File: src/hdl/rv_exec_pkg.sv
`default_nettype none

package rv_exec_pkg;

    typedef logic [31:0] word_t;
    typedef logic [4:0]  reg_addr_t;
    typedef logic [2:0]  funct3_t;

    typedef enum logic [1:0]
    {
        OP1_RS1,
        OP1_PC,
        OP1_ZERO
    } op1_sel_t;

    typedef enum logic
    {
        OP2_RS2,
        OP2_IMM
    } op2_sel_t;

    typedef enum logic
    {
        RES_ALU,
        RES_LINK
    } res_src_t;

    typedef enum logic [2:0]
    {
        KIND_OP,
        KIND_OP_IMM,
        KIND_LUI,
        KIND_AUIPC,
        KIND_BRANCH,
        KIND_JAL,
        KIND_JALR,
        KIND_STORE
    } alu_kind_t;

    // the three groups are each one-hot, the two extra flags modify them
    typedef struct packed
    {
        logic arith_add;
        logic arith_sub;
        logic arith_shl;
        logic arith_shr;
        logic shift_arithmetical;
        logic bits_xor;
        logic bits_or;
        logic bits_and;
        logic cmp_eq;
        logic cmp_lts;
        logic cmp_ltu;
        logic cmp_inversed;
    } alu_ctrl_t;

    typedef struct packed
    {
        logic arith;
        logic bits;
        logic shift;
        logic cmp;
    } alu_res_t;

    typedef struct packed
    {
        logic      valid;
        alu_kind_t kind;
        funct3_t   funct3;
        logic      funct7_5;
        op1_sel_t  op1_sel;
        op2_sel_t  op2_sel;
        word_t     rs1_data;
        word_t     rs2_data;
        word_t     imm;
        word_t     pc;
        reg_addr_t rd;
        logic      reg_write;
        logic      compressed;
    } exec_in_t;

    typedef struct packed
    {
        logic      valid;
        word_t     op1;
        word_t     op2;
        alu_ctrl_t alu_ctrl;
        alu_res_t  alu_res;
        logic      store;
        logic      reg_write;
        reg_addr_t rd;
        logic      inst_jal_jalr;
        logic      inst_branch;
        word_t     pc;
        word_t     pc_target;
        res_src_t  res_src;
        funct3_t   funct3;
        word_t     reg_data2;
        logic      compressed;
    } alu1_bus_t;

    typedef struct packed
    {
        logic      valid;
        word_t     bits_result;
        word_t     shift_result;
        word_t     add;
        logic      cmp_result;
        logic      pc_select;
        alu_res_t  res;
        logic      store;
        logic      reg_write;
        reg_addr_t rd;
        word_t     pc_p4;
        word_t     pc_target;
        res_src_t  res_src;
        funct3_t   funct3;
        word_t     reg_data2;
    } alu2_bus_t;

    typedef struct packed
    {
        logic       valid;
        logic       reg_write;
        reg_addr_t  rd;
        word_t      wdata;
        logic       store;
        word_t      store_addr;
        word_t      store_data;
        logic [3:0] store_be;
    } exec_out_t;

    typedef struct packed
    {
        logic  valid;
        word_t target;
    } redirect_t;

endpackage

`default_nettype wire

File: src/hdl/rv_alu1.sv
`timescale 1ns/1ps
`default_nettype none

module rv_alu1
(
    input  wire                       i_clk,
    input  wire                       i_rst,
    input  wire rv_exec_pkg::exec_in_t i_instr,
    output rv_exec_pkg::alu1_bus_t    o_bus
);

    rv_exec_pkg::exec_in_t in_q;
    rv_exec_pkg::alu_res_t res;
    rv_exec_pkg::word_t    target_base;
    rv_exec_pkg::word_t    target_sum;
    logic [3:0]            arith_sel;
    logic [2:0]            bits_sel;
    logic [2:0]            cmp_sel;
    logic                  cmp_inv;
    logic                  shift_sra;
    logic                  is_branch;
    logic                  is_jump;
    logic                  is_store;

    always_ff @(posedge i_clk)
    begin
        in_q <= i_instr;
        if (i_rst)
        begin
            in_q.valid <= 1'b0;
        end
    end

    assign is_branch = (in_q.kind == rv_exec_pkg::KIND_BRANCH);
    assign is_store  = (in_q.kind == rv_exec_pkg::KIND_STORE);
    assign is_jump   = (in_q.kind == rv_exec_pkg::KIND_JAL) ||
                       (in_q.kind == rv_exec_pkg::KIND_JALR);

    // selector vectors are {add, sub, shl, shr}, {xor, or, and} and {eq, lts, ltu}
    always_comb
    begin
        arith_sel = 4'b1000;
        bits_sel  = 3'b001;
        cmp_sel   = 3'b100;
        cmp_inv   = 1'b0;
        shift_sra = 1'b0;
        res       = 4'b1000;
        if (in_q.kind == rv_exec_pkg::KIND_OP || in_q.kind == rv_exec_pkg::KIND_OP_IMM)
        begin
            case (in_q.funct3)
                3'b000:
                begin
                    if (in_q.kind == rv_exec_pkg::KIND_OP && in_q.funct7_5)
                    begin
                        arith_sel = 4'b0100;
                    end
                end
                3'b001:
                begin
                    arith_sel = 4'b0010;
                    res       = 4'b0010;
                end
                3'b010:
                begin
                    cmp_sel = 3'b010;
                    res     = 4'b0001;
                end
                3'b011:
                begin
                    cmp_sel = 3'b001;
                    res     = 4'b0001;
                end
                3'b100:
                begin
                    bits_sel = 3'b100;
                    res      = 4'b0100;
                end
                3'b101:
                begin
                    arith_sel = 4'b0001;
                    shift_sra = in_q.funct7_5;
                    res       = 4'b0010;
                end
                3'b110:
                begin
                    bits_sel = 3'b010;
                    res      = 4'b0100;
                end
                default:
                begin
                    res = 4'b0100;
                end
            endcase
        end
        else if (is_branch)
        begin
            // funct3 bit 0 turns beq/blt/bltu into bne/bge/bgeu
            cmp_sel = in_q.funct3[2] ? (in_q.funct3[1] ? 3'b001 : 3'b010) : 3'b100;
            cmp_inv = in_q.funct3[0];
            res     = 4'b0001;
        end
    end

    // jalr jumps from rs1, branches and jal from the pc
    assign target_base = (in_q.kind == rv_exec_pkg::KIND_JALR) ? in_q.rs1_data : in_q.pc;
    assign target_sum  = target_base + in_q.imm;

    always_comb
    begin
        o_bus.valid = in_q.valid;
        case (in_q.op1_sel)
            rv_exec_pkg::OP1_PC:   o_bus.op1 = in_q.pc;
            rv_exec_pkg::OP1_ZERO: o_bus.op1 = '0;
            default:               o_bus.op1 = in_q.rs1_data;
        endcase
        o_bus.op2 = (in_q.op2_sel == rv_exec_pkg::OP2_IMM) ? in_q.imm : in_q.rs2_data;
        if (is_branch)
        begin
            o_bus.op1 = in_q.rs1_data;
            o_bus.op2 = in_q.rs2_data;
        end
        o_bus.alu_ctrl      = {arith_sel, shift_sra, bits_sel, cmp_sel, cmp_inv};
        o_bus.alu_res       = res;
        o_bus.store         = is_store;
        o_bus.reg_write     = in_q.reg_write && (in_q.rd != '0) && !is_store && !is_branch;
        o_bus.rd            = in_q.rd;
        o_bus.inst_jal_jalr = is_jump;
        o_bus.inst_branch   = is_branch;
        o_bus.pc            = in_q.pc;
        o_bus.pc_target     = (in_q.kind == rv_exec_pkg::KIND_JALR) ?
                              {target_sum[31:1], 1'b0} : target_sum;
        o_bus.res_src       = is_jump ? rv_exec_pkg::RES_LINK : rv_exec_pkg::RES_ALU;
        o_bus.funct3        = in_q.funct3;
        o_bus.reg_data2     = in_q.rs2_data;
        o_bus.compressed    = in_q.compressed;
    end

    a_ctrl_onehot: assert property (@(posedge i_clk) disable iff (i_rst)
        o_bus.valid |->
            $onehot({o_bus.alu_ctrl.arith_add, o_bus.alu_ctrl.arith_sub,
                     o_bus.alu_ctrl.arith_shl, o_bus.alu_ctrl.arith_shr}) &&
            $onehot({o_bus.alu_ctrl.bits_xor, o_bus.alu_ctrl.bits_or,
                     o_bus.alu_ctrl.bits_and}) &&
            $onehot({o_bus.alu_ctrl.cmp_eq, o_bus.alu_ctrl.cmp_lts,
                     o_bus.alu_ctrl.cmp_ltu}) &&
            $onehot(o_bus.alu_res))
        else $error("alu1 control groups are not one-hot");

endmodule

`default_nettype wire

File: src/hdl/rv_alu2.sv
`timescale 1ns/1ps
`default_nettype none

module rv_alu2
#(
    parameter bit P_EXT_C = 1'b1
)
(
    input  wire                        i_clk,
    input  wire                        i_rst,
    input  wire rv_exec_pkg::alu1_bus_t i_bus,
    output rv_exec_pkg::alu2_bus_t     o_bus
);

    rv_exec_pkg::alu1_bus_t bus_q;
    rv_exec_pkg::word_t     op_b;
    rv_exec_pkg::word_t     shl;
    rv_exec_pkg::word_t     srl;
    rv_exec_pkg::word_t     sra;
    rv_exec_pkg::word_t     bits_result;
    rv_exec_pkg::word_t     shift_result;
    rv_exec_pkg::word_t     pc_p4;
    logic [32:0]            add;
    logic                   op_b_sel;
    logic                   negative;
    logic                   overflow;
    logic                   carry;
    logic                   eq;
    logic                   lts;
    logic                   ltu;
    logic                   cmp_result;
    logic                   pc_select;

    always_ff @(posedge i_clk)
    begin
        bus_q <= i_bus;
        if (i_rst)
        begin
            bus_q.valid <= 1'b0;
        end
    end

    // one adder serves add, sub and all compares, which subtract op2
    assign op_b_sel = bus_q.alu_ctrl.arith_sub | bus_q.alu_res.cmp;
    assign op_b     = op_b_sel ? ~bus_q.op2 : bus_q.op2;
    assign add      = {1'b0, bus_q.op1} + {1'b0, op_b} + 33'(op_b_sel);
    assign negative = add[31];
    assign overflow = (bus_q.op1[31] ^ bus_q.op2[31]) & (bus_q.op1[31] ^ add[31]);
    assign carry    = add[32];

    assign eq  = bus_q.alu_ctrl.cmp_inversed ^ (bus_q.op1 == bus_q.op2);
    assign lts = bus_q.alu_ctrl.cmp_inversed ^ (negative ^ overflow);
    // no carry out of op1 + ~op2 + 1 means op1 < op2 unsigned
    assign ltu = bus_q.alu_ctrl.cmp_inversed ^ !carry;

    assign shl = bus_q.op1 << bus_q.op2[4:0];
    assign srl = bus_q.op1 >> bus_q.op2[4:0];
    assign sra = $signed(bus_q.op1) >>> bus_q.op2[4:0];

    always_comb
    begin
        case (1'b1)
            bus_q.alu_ctrl.cmp_lts: cmp_result = lts;
            bus_q.alu_ctrl.cmp_ltu: cmp_result = ltu;
            default:                cmp_result = eq;
        endcase
    end

    always_comb
    begin
        case (1'b1)
            bus_q.alu_ctrl.bits_xor: bits_result = bus_q.op1 ^ bus_q.op2;
            bus_q.alu_ctrl.bits_or:  bits_result = bus_q.op1 | bus_q.op2;
            default:                 bits_result = bus_q.op1 & bus_q.op2;
        endcase
    end

    always_comb
    begin
        if (bus_q.alu_ctrl.arith_shr)
        begin
            shift_result = bus_q.alu_ctrl.shift_arithmetical ? sra : srl;
        end
        else
        begin
            shift_result = shl;
        end
    end

    assign pc_select = bus_q.inst_jal_jalr | (bus_q.inst_branch & cmp_result);

    // compressed instructions link to the next halfword
    assign pc_p4 = bus_q.pc + ((P_EXT_C && bus_q.compressed) ? 32'd2 : 32'd4);

    assign o_bus.valid        = bus_q.valid;
    assign o_bus.bits_result  = bits_result;
    assign o_bus.shift_result = shift_result;
    assign o_bus.add          = add[31:0];
    assign o_bus.cmp_result   = cmp_result;
    assign o_bus.pc_select    = pc_select;
    assign o_bus.res          = bus_q.alu_res;
    assign o_bus.store        = bus_q.store;
    assign o_bus.reg_write    = bus_q.reg_write;
    assign o_bus.rd           = bus_q.rd;
    assign o_bus.pc_p4        = pc_p4;
    assign o_bus.pc_target    = bus_q.pc_target;
    assign o_bus.res_src      = bus_q.res_src;
    assign o_bus.funct3       = bus_q.funct3;
    assign o_bus.reg_data2    = bus_q.reg_data2;

    a_no_stray_select: assert property (@(posedge i_clk) disable iff (i_rst)
        (o_bus.valid && o_bus.pc_select) |->
            ((o_bus.res_src == rv_exec_pkg::RES_LINK) || o_bus.res.cmp))
        else $error("pc_select raised by a non control-transfer instruction");

endmodule

`default_nettype wire

File: src/hdl/rv_alu3.sv
`timescale 1ns/1ps
`default_nettype none

module rv_alu3
#(
    parameter bit P_EXT_C = 1'b1
)
(
    input  wire                        i_clk,
    input  wire                        i_rst,
    input  wire rv_exec_pkg::alu2_bus_t i_bus,
    output rv_exec_pkg::exec_out_t     o_result,
    output rv_exec_pkg::redirect_t     o_redirect
);

    rv_exec_pkg::alu2_bus_t bus_q;
    rv_exec_pkg::word_t     alu_value;
    rv_exec_pkg::word_t     st_data;
    logic [3:0]             st_be;
    logic                   st;

    always_ff @(posedge i_clk)
    begin
        bus_q <= i_bus;
        if (i_rst)
        begin
            bus_q.valid <= 1'b0;
        end
    end

    always_comb
    begin
        case (1'b1)
            bus_q.res.arith: alu_value = bus_q.add;
            bus_q.res.bits:  alu_value = bus_q.bits_result;
            bus_q.res.shift: alu_value = bus_q.shift_result;
            default:         alu_value = 32'(bus_q.cmp_result);
        endcase
    end

    // narrow stores repeat their data on every lane and enable only the addressed ones
    always_comb
    begin
        case (bus_q.funct3)
            3'b000:
            begin
                st_data = {4{bus_q.reg_data2[7:0]}};
                st_be   = 4'b0001 << bus_q.add[1:0];
            end
            3'b001:
            begin
                st_data = {2{bus_q.reg_data2[15:0]}};
                st_be   = bus_q.add[1] ? 4'b1100 : 4'b0011;
            end
            default:
            begin
                st_data = bus_q.reg_data2;
                st_be   = 4'b1111;
            end
        endcase
    end

    assign st = bus_q.valid & bus_q.store;

    assign o_result.valid      = bus_q.valid;
    assign o_result.reg_write  = bus_q.valid & bus_q.reg_write;
    assign o_result.rd         = bus_q.rd;
    assign o_result.wdata      = (bus_q.res_src == rv_exec_pkg::RES_LINK) ?
                                 bus_q.pc_p4 : alu_value;
    assign o_result.store      = st;
    assign o_result.store_addr = st ? bus_q.add : '0;
    assign o_result.store_data = st ? st_data : '0;
    assign o_result.store_be   = st ? st_be : 4'b0000;

    assign o_redirect.valid  = bus_q.valid & bus_q.pc_select;
    assign o_redirect.target = bus_q.pc_target;

    a_target_aligned: assert property (@(posedge i_clk) disable iff (i_rst)
        o_redirect.valid |->
            (P_EXT_C ? (o_redirect.target[0] == 1'b0) : (o_redirect.target[1:0] == 2'b00)))
        else $error("redirect target is misaligned");

endmodule

`default_nettype wire

File: src/hdl/rv_exec_top.sv
`timescale 1ns/1ps
`default_nettype none

module rv_exec_top
#(
    parameter bit P_EXT_C = 1'b1
)
(
    input  wire                        i_clk,
    input  wire                        i_rst,
    input  wire rv_exec_pkg::exec_in_t i_instr,
    output rv_exec_pkg::exec_out_t     o_result,
    output rv_exec_pkg::redirect_t     o_redirect
);

    rv_exec_pkg::alu1_bus_t alu1_bus;
    rv_exec_pkg::alu2_bus_t alu2_bus;

    rv_alu1 alu1
    (
        .i_clk   (i_clk),
        .i_rst   (i_rst),
        .i_instr (i_instr),
        .o_bus   (alu1_bus)
    );

    rv_alu2 #(.P_EXT_C(P_EXT_C)) alu2
    (
        .i_clk (i_clk),
        .i_rst (i_rst),
        .i_bus (alu1_bus),
        .o_bus (alu2_bus)
    );

    rv_alu3 #(.P_EXT_C(P_EXT_C)) alu3
    (
        .i_clk      (i_clk),
        .i_rst      (i_rst),
        .i_bus      (alu2_bus),
        .o_result   (o_result),
        .o_redirect (o_redirect)
    );

endmodule

`default_nettype wire

File: config.mk
export PLATFORM = sky130hd
export DESIGN_NAME = rv_exec_top
export DESIGN_NICKNAME = d
export VERILOG_FILES = /design/src/hdl/rv_exec_pkg.sv /design/src/hdl/rv_alu1.sv /design/src/hdl/rv_alu2.sv /design/src/hdl/rv_alu3.sv /design/src/hdl/rv_exec_top.sv
export SDC_FILE = /design/constraint.sdc
export NUM_CORES = 1
export LEC_CHECK = 0
export BUFFER_PORTS_ARGS = -buffer_cell sky130_fd_sc_hd__buf_4
export CORE_MARGIN = 3
export CORE_UTILIZATION = 53
export CTS_BUF_LIST = sky130_fd_sc_hd__clkbuf_8 sky130_fd_sc_hd__clkbuf_16
export DETAILED_ROUTE_END_ITERATION = 8
export PLACE_DENSITY = 0.77
export SLEW_MARGIN = 20
export SYNTH_ARGS = -nofsm -noshare
export SYNTH_HDL_FRONTEND = slang
export SYNTH_SLANG_ARGS = --single-unit
File: constraint.sdc
create_clock -name i_clk -period 3.7 [get_ports i_clk]
set_input_delay 0.555 -clock i_clk [delete_from_list [all_inputs] [get_ports i_clk]]
set_output_delay 0.555 -clock i_clk [all_outputs]
set_load 0.02 [all_outputs]
Word-level counts from Yosys, hierarchy flattened
Cells that the tools add are included.

storage, ports and cells
  flip-flop bits (word level) = 542
  latch bits = 0
  RAM bits = 0
  bits in read-only memories = 0
  input bits = 148
  output and inout bits = 141
  word-level logic and storage cells = 149
  memories = 0

operators by class
  add/sub/neg operators = 4
  $mul = 0
  div/mod/pow operators = 0
  $lt $le $gt $ge = 0
  equality and inequality tests = 15
  shift operators = 4
  muxes and demuxes = 34
  bitwise operators = 18
  reduce and logical (&&, ||, !) cells = 17

operators by type and width
  cell                                                              number
  32-bit 2-to-1 mux                                                 13
  32-bit case mux with 2 select lines                               2
  32-bit adder                                                      2
  64-bit 2-to-1 mux                                                 1
  32-bit by 32-bit adder with 33-bit output                         1
  33-bit by 1-bit adder with 33-bit output                          1
  32-bit AND                                                        1
  32-bit == test                                                    1
  32-bit NOT                                                        1
  32-bit bitwise OR                                                 1
  32-bit by 5-bit left shift with 32-bit output                     1
  32-bit by 5-bit right shift with 32-bit output                    1
  32-bit by 5-bit >>> shifter with 32-bit output                    1
  32-bit XOR                                                        1
  3-bit == test (second input constant)                             7
  4-bit 2-to-1 mux                                                  4
  4-bit case mux with 3 select lines                                1
  3-bit by 1-bit == test with 1-bit output (second input constant)  3
  3-bit zero test                                                   3
  3-bit case mux with 3 select lines                                1
  2-bit 2-to-1 mux                                                  4
  4-bit case mux with 2 select lines                                1
  3-bit by 2-bit == test with 1-bit output (second input constant)  2
  3-bit 2-to-1 mux                                                  2
  other kinds (16)                                                  36

Longest topological paths before layout
Gate-level depths: netlist of run 1.

  depth in word-level cells = 11
  depth in mapped cells = 14
  depth with buffers taken out = 12

Cells and area by module
A second synthesis of run 1 with hierarchy kept.

second synthesis, totals
  cells, all modules = 2,686
  area, all modules = 25,202.9 um2

by module, submodules not included
  module   times used  cells each  area an instance (um2)  sequential area each (um2)
  rv_alu2  1           1,417       11,962.7                3,743.6
  rv_alu1  1           720         6,925.4                 2,922.8
  rv_alu3  1           549         6,314.8                 4,184.0

Least setup slack after synthesis of run 1
No wires, ideal clock.

  kind = flip-flop to flip-flop
  start = register alu1.in_q[143] (netlist name)
  end = register alu2.bus_q, in the netlist alu2.o_bus[66]
  library setup time = 0.072 ns
  arrival = 3.732 ns
  required time = 3.628 ns
  path slack = -0.104 ns
  cell stages (with the launch flop) = 15
  path buffers = 2
  clock period less this slack = 3.804 ns
  path through = dfxtp_1 clkbuf_1 nand3b_1 clkbuf_1 mux2_2 ha_1 fa_1 a21o_1 a31o_2 a21oi_1 a21oi_1 a41o_1 a221o_1 o41ai_2 xnor2_1

RTL lines
  element                   line           RTL
  start: declaration        rv_alu1.sv:12  rv_exec_pkg::exec_in_t in_q;
  start signal: assignment  rv_alu1.sv:27  in_q <= i_instr;
  end signal: assignment    rv_alu2.sv:36  bus_q <= i_bus;
  end: declaration          rv_alu2.sv:15  rv_exec_pkg::alu1_bus_t bus_q;

==> results of run 1 <==
==> sequential cells by signal (all words and copies together), names as in the netlist <==
register	flops
alu1.o_bus	74
alu2.bus_q	107
alu3.o_result	6
alu3.o_redirect	32
alu2.o_bus	79
alu1.in_q	72
alu3.bus_q	171
==> layout make-up <==
| type | count | area (sq um) |
|---|---|---|
| fill | 3581 | 15500 |
| multi-input combinational | 1675 | 11600 |
| sequential | 541 | 10800 |
| timing repair buffer | 352 | 2680 |
| clock buffer | 68 | 1530 |
| tap | 585 | 732 |
| inverter | 110 | 413 |
| clock inverter | 26 | 299 |
| antenna | 1 | 2.50 |
==> placed cells by master (no fill, tap or decap), types with 7 or more instances in the layout <==
cell type	synthesis	layout
sky130_fd_sc_hd__clkbuf_8	0	15
sky130_fd_sc_hd__o221ai_1	7	7
sky130_fd_sc_hd__a211o_1	14	14
sky130_fd_sc_hd__or3_1	15	15
sky130_fd_sc_hd__o21bai_1	9	9
sky130_fd_sc_hd__nand4_1	15	15
sky130_fd_sc_hd__a211oi_1	19	19
sky130_fd_sc_hd__mux2_2	67	67
sky130_fd_sc_hd__nor4_1	15	15
sky130_fd_sc_hd__mux4_2	31	31
sky130_fd_sc_hd__nor2_1	185	183
sky130_fd_sc_hd__nor3_1	25	25
sky130_fd_sc_hd__dfxtp_1	541	536
sky130_fd_sc_hd__xor2_1	30	30
sky130_fd_sc_hd__buf_4	39	349
sky130_fd_sc_hd__o21a_1	19	19
sky130_fd_sc_hd__clkbuf_16	0	53
sky130_fd_sc_hd__mux2i_1	90	90
sky130_fd_sc_hd__a21oi_1	161	161
sky130_fd_sc_hd__inv_1	106	117
sky130_fd_sc_hd__a22oi_1	36	36
sky130_fd_sc_hd__xnor2_1	83	83
sky130_fd_sc_hd__o22ai_1	17	17
sky130_fd_sc_hd__a31oi_1	12	12
sky130_fd_sc_hd__and2_1	11	11
sky130_fd_sc_hd__a21o_1	20	20
sky130_fd_sc_hd__o31ai_1	11	11
sky130_fd_sc_hd__nor2b_1	15	15
sky130_fd_sc_hd__nand2b_1	16	16
sky130_fd_sc_hd__and3_1	48	48
sky130_fd_sc_hd__ha_1	130	129
sky130_fd_sc_hd__nand2_1	251	251
sky130_fd_sc_hd__nand3_1	29	29
sky130_fd_sc_hd__o211ai_1	11	11
sky130_fd_sc_hd__o21ai_0	206	205
==> worst paths after layout <==
| check | slack [ns] | to | cells past startpoint | from |
|---|---|---|---|---|
| worst min-delay path | 0.04 | alu1.o_bus[16] | 1 | i_instr[86] |
| worst max-delay path | 0.14 | alu2.o_bus[66] | 12 | alu1.in_q[142] |
| worst max register to register | 0.14 | alu2.o_bus[66] | 12 | alu1.in_q[142] |
| worst min register to register | 0.32 | alu3.o_redirect[20] | 0 | alu2.o_bus[56] |
==> report_power, final <==
part	leakage (nW)	internal, mW	switching [mW]
clock network	0.940	3.27	2.28
registers	4.55	6.53	0.562
logic	6.91	1.45	1.99
total	12.4	11.3	4.83
==> routing by layer <==
layer	part of all wire [%]	routed length (um)	vias up	GRT usage [%]
met1	42	31800	9298	41.8
met2	45	34000	988	49.7
met5	0.017	13	-	0
met4	4.7	3570	2	13.1
met3	7.6	5680	200	4.86
li1	-	-	9164	-
==> kinds of logic after synthesis <==
group | count (synthesis) | share of synthesized area [%]
compound gates | 590 | 15.2
xor+xnor | 113 | 4.19
fa+ha+maj | 133 | 7.14
buf+inv | 281 | 5.13
flops | 541 | 45.9
mux | 188 | 9.97
simple gates | 651 | 12.5
==> critical path, delay by kind of cell (launching register included) <==
family / cells / cell delay (ns)
muxes: 1 / 0.38
xor gates and xnor gates: 1 / 0.16
and+or+nand+nor: 1 / 0.21
DFF: 1 / 0.33
adders and majority gates: 2 / 0.62
AOI/OAI and AO/OA: 7 / 1.77
==> metrics by stage <==
stage / hold WS, ns / setup slack, ns / util (%) / cells / cell area, sq um
after CTS: 0.0163 / 0.0943 / 64.4 / 3356 / 28100
after global routing: 0.0142 / 0.00409 / 64.5 / 3357 / 28100
after floorplan: 0.310 / 0.0411 / - / 2497 / 23600
final: 0.0389 / 0.140 / 64.5 / 3358 / 28100
after detailed placement: 0.312 / 0.150 / 60.2 / 3262 / 26200
after global placement: 0.310 / 0.223 / 60.2 / 3262 / 26200
==> repair_timing <==
| action | in CTS | in global routing |
|---|---|---|
| buffers inserted | 0 | 1 |
| gates resized for setup | 0 | 7 |
| hold buffers | 0 | 0 |
| setup endpoints to repair | 0 | 7 |
==> results, run 1 <==
- The number of synthesized flops with an enable pin is 0.
- By instance count, the leading cell after synthesis is sky130_fd_sc_hd__dfxtp_1.
- Of the post-synthesis cell area, the dominant cell type holds 45.9%.
- The actual transition at the worst max-transition pin is roughly 1.1 ns.
- The initial antenna violation count is 3.
- Entering global routing, the biggest net connects 96 pins.
- Dividing the final minimum period by the clock period gives 96.2%.
- Traced cell by cell, the critical path runs through nand3b_1 > mux2_2 > ha_1 > fa_1 > a21o_1 > a31o_2 > a21oi_1 > a21oi_1 > a41o_1 > a221o_1 > o41ai_2 > xnor2_1.
- Wires add up to about 75000 um.
- Of all flip-flops after synthesis, the portion carrying an async set or reset was 0%.
- Based on the critical path, the design can be clocked at up to 281 MHz.
- The number of global-route vias before repair came to approximately 19000.
- Clock tree synthesis found a total of 541 sinks.
- The H-tree was split into 2 levels.
- For this design the ratio of total power to cell area is around 570 nW/um^2.
- Setup violations remaining at the end of the flow were counted as 0.
- The total nets after synthesis is 2778.
- Among all flip-flop cells after synthesis, the most frequent one is sky130_fd_sc_hd__dfxtp_1.
- The worst path needs 3.56 ns of the cycle, external delays included.
- The highest fanout seen on the critical path is 3.
- The detailed router finished its first iteration with 1759 violations.
- The type of destination of the critical path is a flip-flop.
- In this design, the stage delay of the slowest critical-path cell is 0.41 ns.
- The final weighted congestion in routability-driven placement is around 0.96.
- Between clock sinks in the finished design, the worst skew comes to 0.0267 ns.
- The first TritonRoute pass finished after 6 iterations.
- The cell sitting at the root of the clock tree is a sky130_fd_sc_hd__clkbuf_16.
- IR analysis of the VDD net gives a maximum drop of 0.453 mV.
- The global-route congestion overflow total is 0.
- The design draws about 16 mW.
- The HPWL after detailed placement is about 57000 um.
- Setup repair after global routing left no endpoint under its margin.
- The count of yosys warnings during synthesis is 0.
- The worst setup path is of the reg -> reg kind.
- The number of placed I/O pins is 289.
- The share of layout cells above drive strength 1 is around a fifth.
- In this design, the critical path's most frequently occurring cell is sky130_fd_sc_hd__a21oi_1.
- The global-route wire length before repair is around 110000 um.
- The height of the chip is 217 um.
- Summing the sequential cell areas from Yosys gives 45.9% of the chip area.
- The standard cell with the maximum stage delay on the critical path is sky130_fd_sc_hd__fa_1.
- After clock tree synthesis, the clock-pin slew on the worst setup and hold paths is 0.06 ns.
- The unique cell type count in the Yosys netlist is 74.
- The DRC violation count after routing is 0.
- By count the netlist is led by sky130_fd_sc_hd__dfxtp_1 (541), sky130_fd_sc_hd__nand2_1 (251), sky130_fd_sc_hd__o21ai_0 (206), sky130_fd_sc_hd__nor2_1 (185), sky130_fd_sc_hd__a21oi_1 (161).
- Summed over all cells, the static leakage comes to 12.4 nW.
- The number of routed nets with antenna violations is 0.
- The synthesized instance count is 2497.
- After detailed routing, the average wire length per cell comes to 22.4 um.
- Across every metal layer, demand over resource in global routing totals 30.9%.
- The synthesis-to-finish area growth is 18.9%.
- The worst slew margin relative to its limit is 27.7%.
- The number of failing hold endpoints at the final stage is 0.
- The synthesized design contains roughly 540 register bits.
- The tool flagged a number of max-cap violations equal to 0.
- The summed instance area of the synthesized netlist is approximately 24000 sq um.
- The final max-slew violation count is 0.
- The number of I/O port buffers is around 290.
- After the last flow step, the layout net total stands at 3014.
- The initial standard-cell utilization of the core is 54.2%.
- From left edge to right edge, the die measures 217 um.
- The clock reaches the later pin of the worst-skew pair after 0.61 ns.
- The biggest area contributor in the post-synthesis netlist is sky130_fd_sc_hd__dfxtp_1.
- Dividing the detail-routed via count by the number of cells gives 5.85.
- The run finished with clean final reports.
- The core region is ~44000 sq um.
- The TritonCTS buffer count is 53.
- STA classifies the critical path startpoint as a flip-flop.
- After routing, the total negative slack on setup checks comes to 0 ns.
- Sorting the synthesized cells by area gives the leading types as sky130_fd_sc_hd__dfxtp_1 (46%), sky130_fd_sc_hd__ha_1 (6.9%), sky130_fd_sc_hd__o21ai_0 (4.4%), sky130_fd_sc_hd__nand2_1 (4.0%), sky130_fd_sc_hd__mux2i_1 (3.8%).
- The CTS tree is built.
- The critical path data arrival time is slightly above 4 ns.
- The worst path required time is 4.23 ns.
- A synthesized cell averages 9.46 sq um.
- The row count is 76.
- Detailed routing inserted a total of 19700 vias.
- The overall die area is between 40000 and 50000 sq um.
- The worst hold path class is in -> reg.
- The maximum buffer depth of the clock tree is 3.
No activity file was read; power rests on OpenSTA's default activity.
==> run 2: changes to the inputs <==
--- a/config.mk
+++ b/config.mk
@@ -10,7 +10,7 @@
 export CORE_UTILIZATION = 53
 export CTS_BUF_LIST = sky130_fd_sc_hd__clkbuf_8 sky130_fd_sc_hd__clkbuf_16
 export DETAILED_ROUTE_END_ITERATION = 8
-export PLACE_DENSITY = 0.77
+export PLACE_DENSITY = 0.8
 export SLEW_MARGIN = 20
 export SYNTH_ARGS = -nofsm -noshare
 export SYNTH_HDL_FRONTEND = slang
==> results, run 2 (same netlist as run 1, synthesis figures left out) <==
- The flow ran to the end, and the final reports show no timing, DRC or antenna violations.
- The number of vias in the routed layout was 19600 (-0.015%).
- The root buffer cell chosen for the clock tree is sky130_fd_sc_hd__clkbuf_16.
- The count of placed standard cells including taps was 3253 (-0.28%).
- The most common cell after layout, fill and taps aside is sky130_fd_sc_hd__dfxtp_1.
- The worst-case hold slack is 0.0373 ns (-0.00155 ns).
- The summed negative setup slack over all endpoints was 0 ns (unchanged).
- The number of maximum-capacitance violations is 0 (unchanged).
- The number of clock sinks is 541 (unchanged).
- The HPWL after detailed placement was 56900 um (-0.42%).
- The library cells used most frequently in the layout, excluding fill and tap cells, are sky130_fd_sc_hd__dfxtp_1 (535), sky130_fd_sc_hd__buf_4 (340), sky130_fd_sc_hd__nand2_1 (251), sky130_fd_sc_hd__o21ai_0 (205), sky130_fd_sc_hd__nor2_1 (183).
- The DRC violation count after routing was 0 (unchanged).
- The number of cells in the finished layout apart from fillers is 3350 (-0.24%).
- For hold timing, the worst endpoint is alu1.o_bus[21].
- The count of cells along the worst hold path is 1 (unchanged).
- The critical path data arrival time is 4.22 ns (+0.13 ns).
- The share of the clock period used by the worst path is 99.3% (+3.1 points).
- The worst path required time was 4.25 ns (+0.02 ns).
- The clock latency at the later pin of the worst-skew pair is 0.61 ns (about the same).
- The worst reg-to-reg path cell count came to 13 (+1).
- The number of flip-flops under the largest register name was 171 (unchanged).
- The area growth from synthesis to layout is 18.3%.
- The final weighted congestion in routability-driven placement was 0.984 (+2.5%).
- The number of buffers added for setup after CTS is 0 (unchanged).
- The worst slew margin relative to its limit is 33.2% (+5.6 points).
- The worst voltage drop across the vdd grid is 0.510 mV (+13%).
- The number of global-route vias before repair is 19100 (+0.63%).
- The global-route congestion overflow total is 0 (unchanged).
- The TritonCTS buffer count came to 53 (unchanged).
- The CTS tree is built.
- The total wirelength of the detailed-routed design is 74200 um (-1.2%).
- The final max-slew violation count is 0 (unchanged).
- The most flop-heavy register is alu3.bus_q.
- The total non-filler cell area in the finished layout is 27900 sq um (-0.51%).
- The setup clock skew after layout came to 0.0296 ns (+0.00286 ns).
- The width of the chip was 217 um (unchanged).
- The number of hold buffers added after cts is 0 (unchanged).
- The number of iterations in the first detailed-routing pass is 6 (unchanged).
- The average detailed-routed wire length per instance is 22.1 um (-0.99%).
- The upper clock frequency limit is 272 MHz (-3.1%).
- The worst hold path begins at i_instr[91].
- The number of routed nets with antenna violations came to 0 (unchanged).
- The post-placement setup slack is -0.0361 ns (-0.186 ns).
- The number of placed I/O pins came to 289 (unchanged).
- The initial antenna violation count came to 1 (-2).
- The actual transition at the worst max-transition pin is 1.00 ns (-0.0837 ns).
- The row count came to 76 (unchanged).
- The flop-to-flop setup slack is 0.03 ns (-0.11 ns).
- The initial standard-cell utilization of the core came to 54.2% (unchanged).
- The number of I/O port buffers is 288 (unchanged).
- In this run the critical register-to-register path is launched from alu1.in_q[142].
- The endpoint of the lowest-slack register-to-register path is alu2.o_bus[50].
- The kind of start point of the critical path is a flip-flop.
- The clock period minus worst slack was 3.67 ns (+0.114 ns).
- The final standard cell utilization of the core is 64.2% (-0.33 points).
- The total number of nets in the final design is 3004 (-0.33%).
- The maximum number of pins on one net before global-route repair was 96 (unchanged).
- The final count of negative-setup-slack endpoints is 0 (unchanged).
- The number of failing hold endpoints at the final stage was 0 (unchanged).
- The setup slack after layout is 0.0267 ns (-0.114 ns).
- The maximum buffer depth of the clock tree is 3 (unchanged).
- The clock transition at the registers of the reported paths is 0.07 ns (about the same).
- The overall die area is 47100 sq um (unchanged).
- The instance area after placement was 26200 sq um (-0.30%).
- The share of layout cells above drive strength 1 came to 20.2% (+0.094 points).
- The areal power density over the cells is 568 nW/um^2 (-0.72%).
- The highest fanout seen on the critical path is 9 (+6).
- The total power draw is 15.9 mW (-1.2%).
- The worst hold path class is in -> reg.
- The type of the setup path with the least slack is reg -> reg.
- The total routing resource utilization after global routing is 30.7% (-0.30 points).
- The height of the chip is 217 um (unchanged).
- The reported leakage power came to 12.3 nW (-0.88%).
- The worst setup path is captured at a flip-flop.
- The violation count after the first detailed-routing iteration came to 2109 (+20%).
- The via count normalized by instance count is 5.87 (+0.22%).
- The core box area is 43600 sq um (unchanged).
- The number of inserted filler cells in the final layout is 3553 (-0.78%).
- The number of H-tree levels is 2 (unchanged).
- The global-route wire length before repair is 112000 um (-0.22%).
- Setup repair after global routing could not meet its margin everywhere.
## run 2: worst max path at each step
stage          depth (start not counted)             from  slack [ns]              end
3_3_place_gp                          11   alu1.in_q[142]        0.10   alu2.o_bus[67]
5_1_grt                               15   alu1.in_q[142]       -0.05   alu2.o_bus[60]
3_5_place_dp                          13   alu1.in_q[142]       -0.04   alu2.o_bus[61]
6_report                              13   alu1.in_q[142]        0.03   alu2.o_bus[50]
2_1_floorplan                         14  alu2.bus_q[127]        0.04  alu3.bus_q[111]
4_1_cts                               13   alu1.in_q[142]        0.09   alu2.o_bus[61]
## run 2: power by group
part           internal (mW)  switching (mW)  total, mW
clock network           3.00            2.36       5.36
logic                   1.44            2.00       3.44
registers               6.53           0.555       7.08
total                   11.0            4.91       15.9
## run 2: metal layers
metal / wire, um / global-route usage (%) / up-vias
met2: 33300 / 49.0 / 1012
met4: 3430 / 12.4 / 0
li1: - / - / 9132
met1: 31200 / 41.5 / 9312
met3: 6330 / 5.22 / 193
met5: 0 / 0 / -
## run 2: repair_timing
action / CTS / global route
hold endpoints to repair: 0 / 0
cloned: 0 / 0
endpoints found under the setup margin: 2 / 6
gates resized for setup: 1 / 5
## run 2: area by class of cell
| cell class | count | area (sq um) | area share, % |
|---|---|---|---|
| multi-input cells | 1675 | 11600 | 41.5 |
| clock inverters | 30 | 256 | 0.918 |
| well taps | 585 | 732 | 2.62 |
| repair buffers | 342 | 2580 | 9.25 |
| clock buffers | 66 | 1520 | 5.43 |
| flip-flops and latches | 541 | 10800 | 38.8 |
| diodes | 1 | 2.50 | 0.00896 |
| inverters | 110 | 413 | 1.48 |
## run 2: worst max-delay path: stages, from the launching register on
cell	delay, ns
sky130_fd_sc_hd__dfxtp_1	0.33
sky130_fd_sc_hd__nand3b_1	0.23
sky130_fd_sc_hd__buf_4	0.22
sky130_fd_sc_hd__mux2_2	0.36
sky130_fd_sc_hd__ha_1	0.38
sky130_fd_sc_hd__a211o_1	0.29
sky130_fd_sc_hd__a31o_2	0.23
sky130_fd_sc_hd__a21oi_1	0.24
sky130_fd_sc_hd__buf_4	0.18
sky130_fd_sc_hd__a211oi_1	0.08
sky130_fd_sc_hd__o21ai_0	0.25
sky130_fd_sc_hd__nand2_1	0.15
sky130_fd_sc_hd__a2111oi_1	0.50
sky130_fd_sc_hd__nand4b_1	0.17
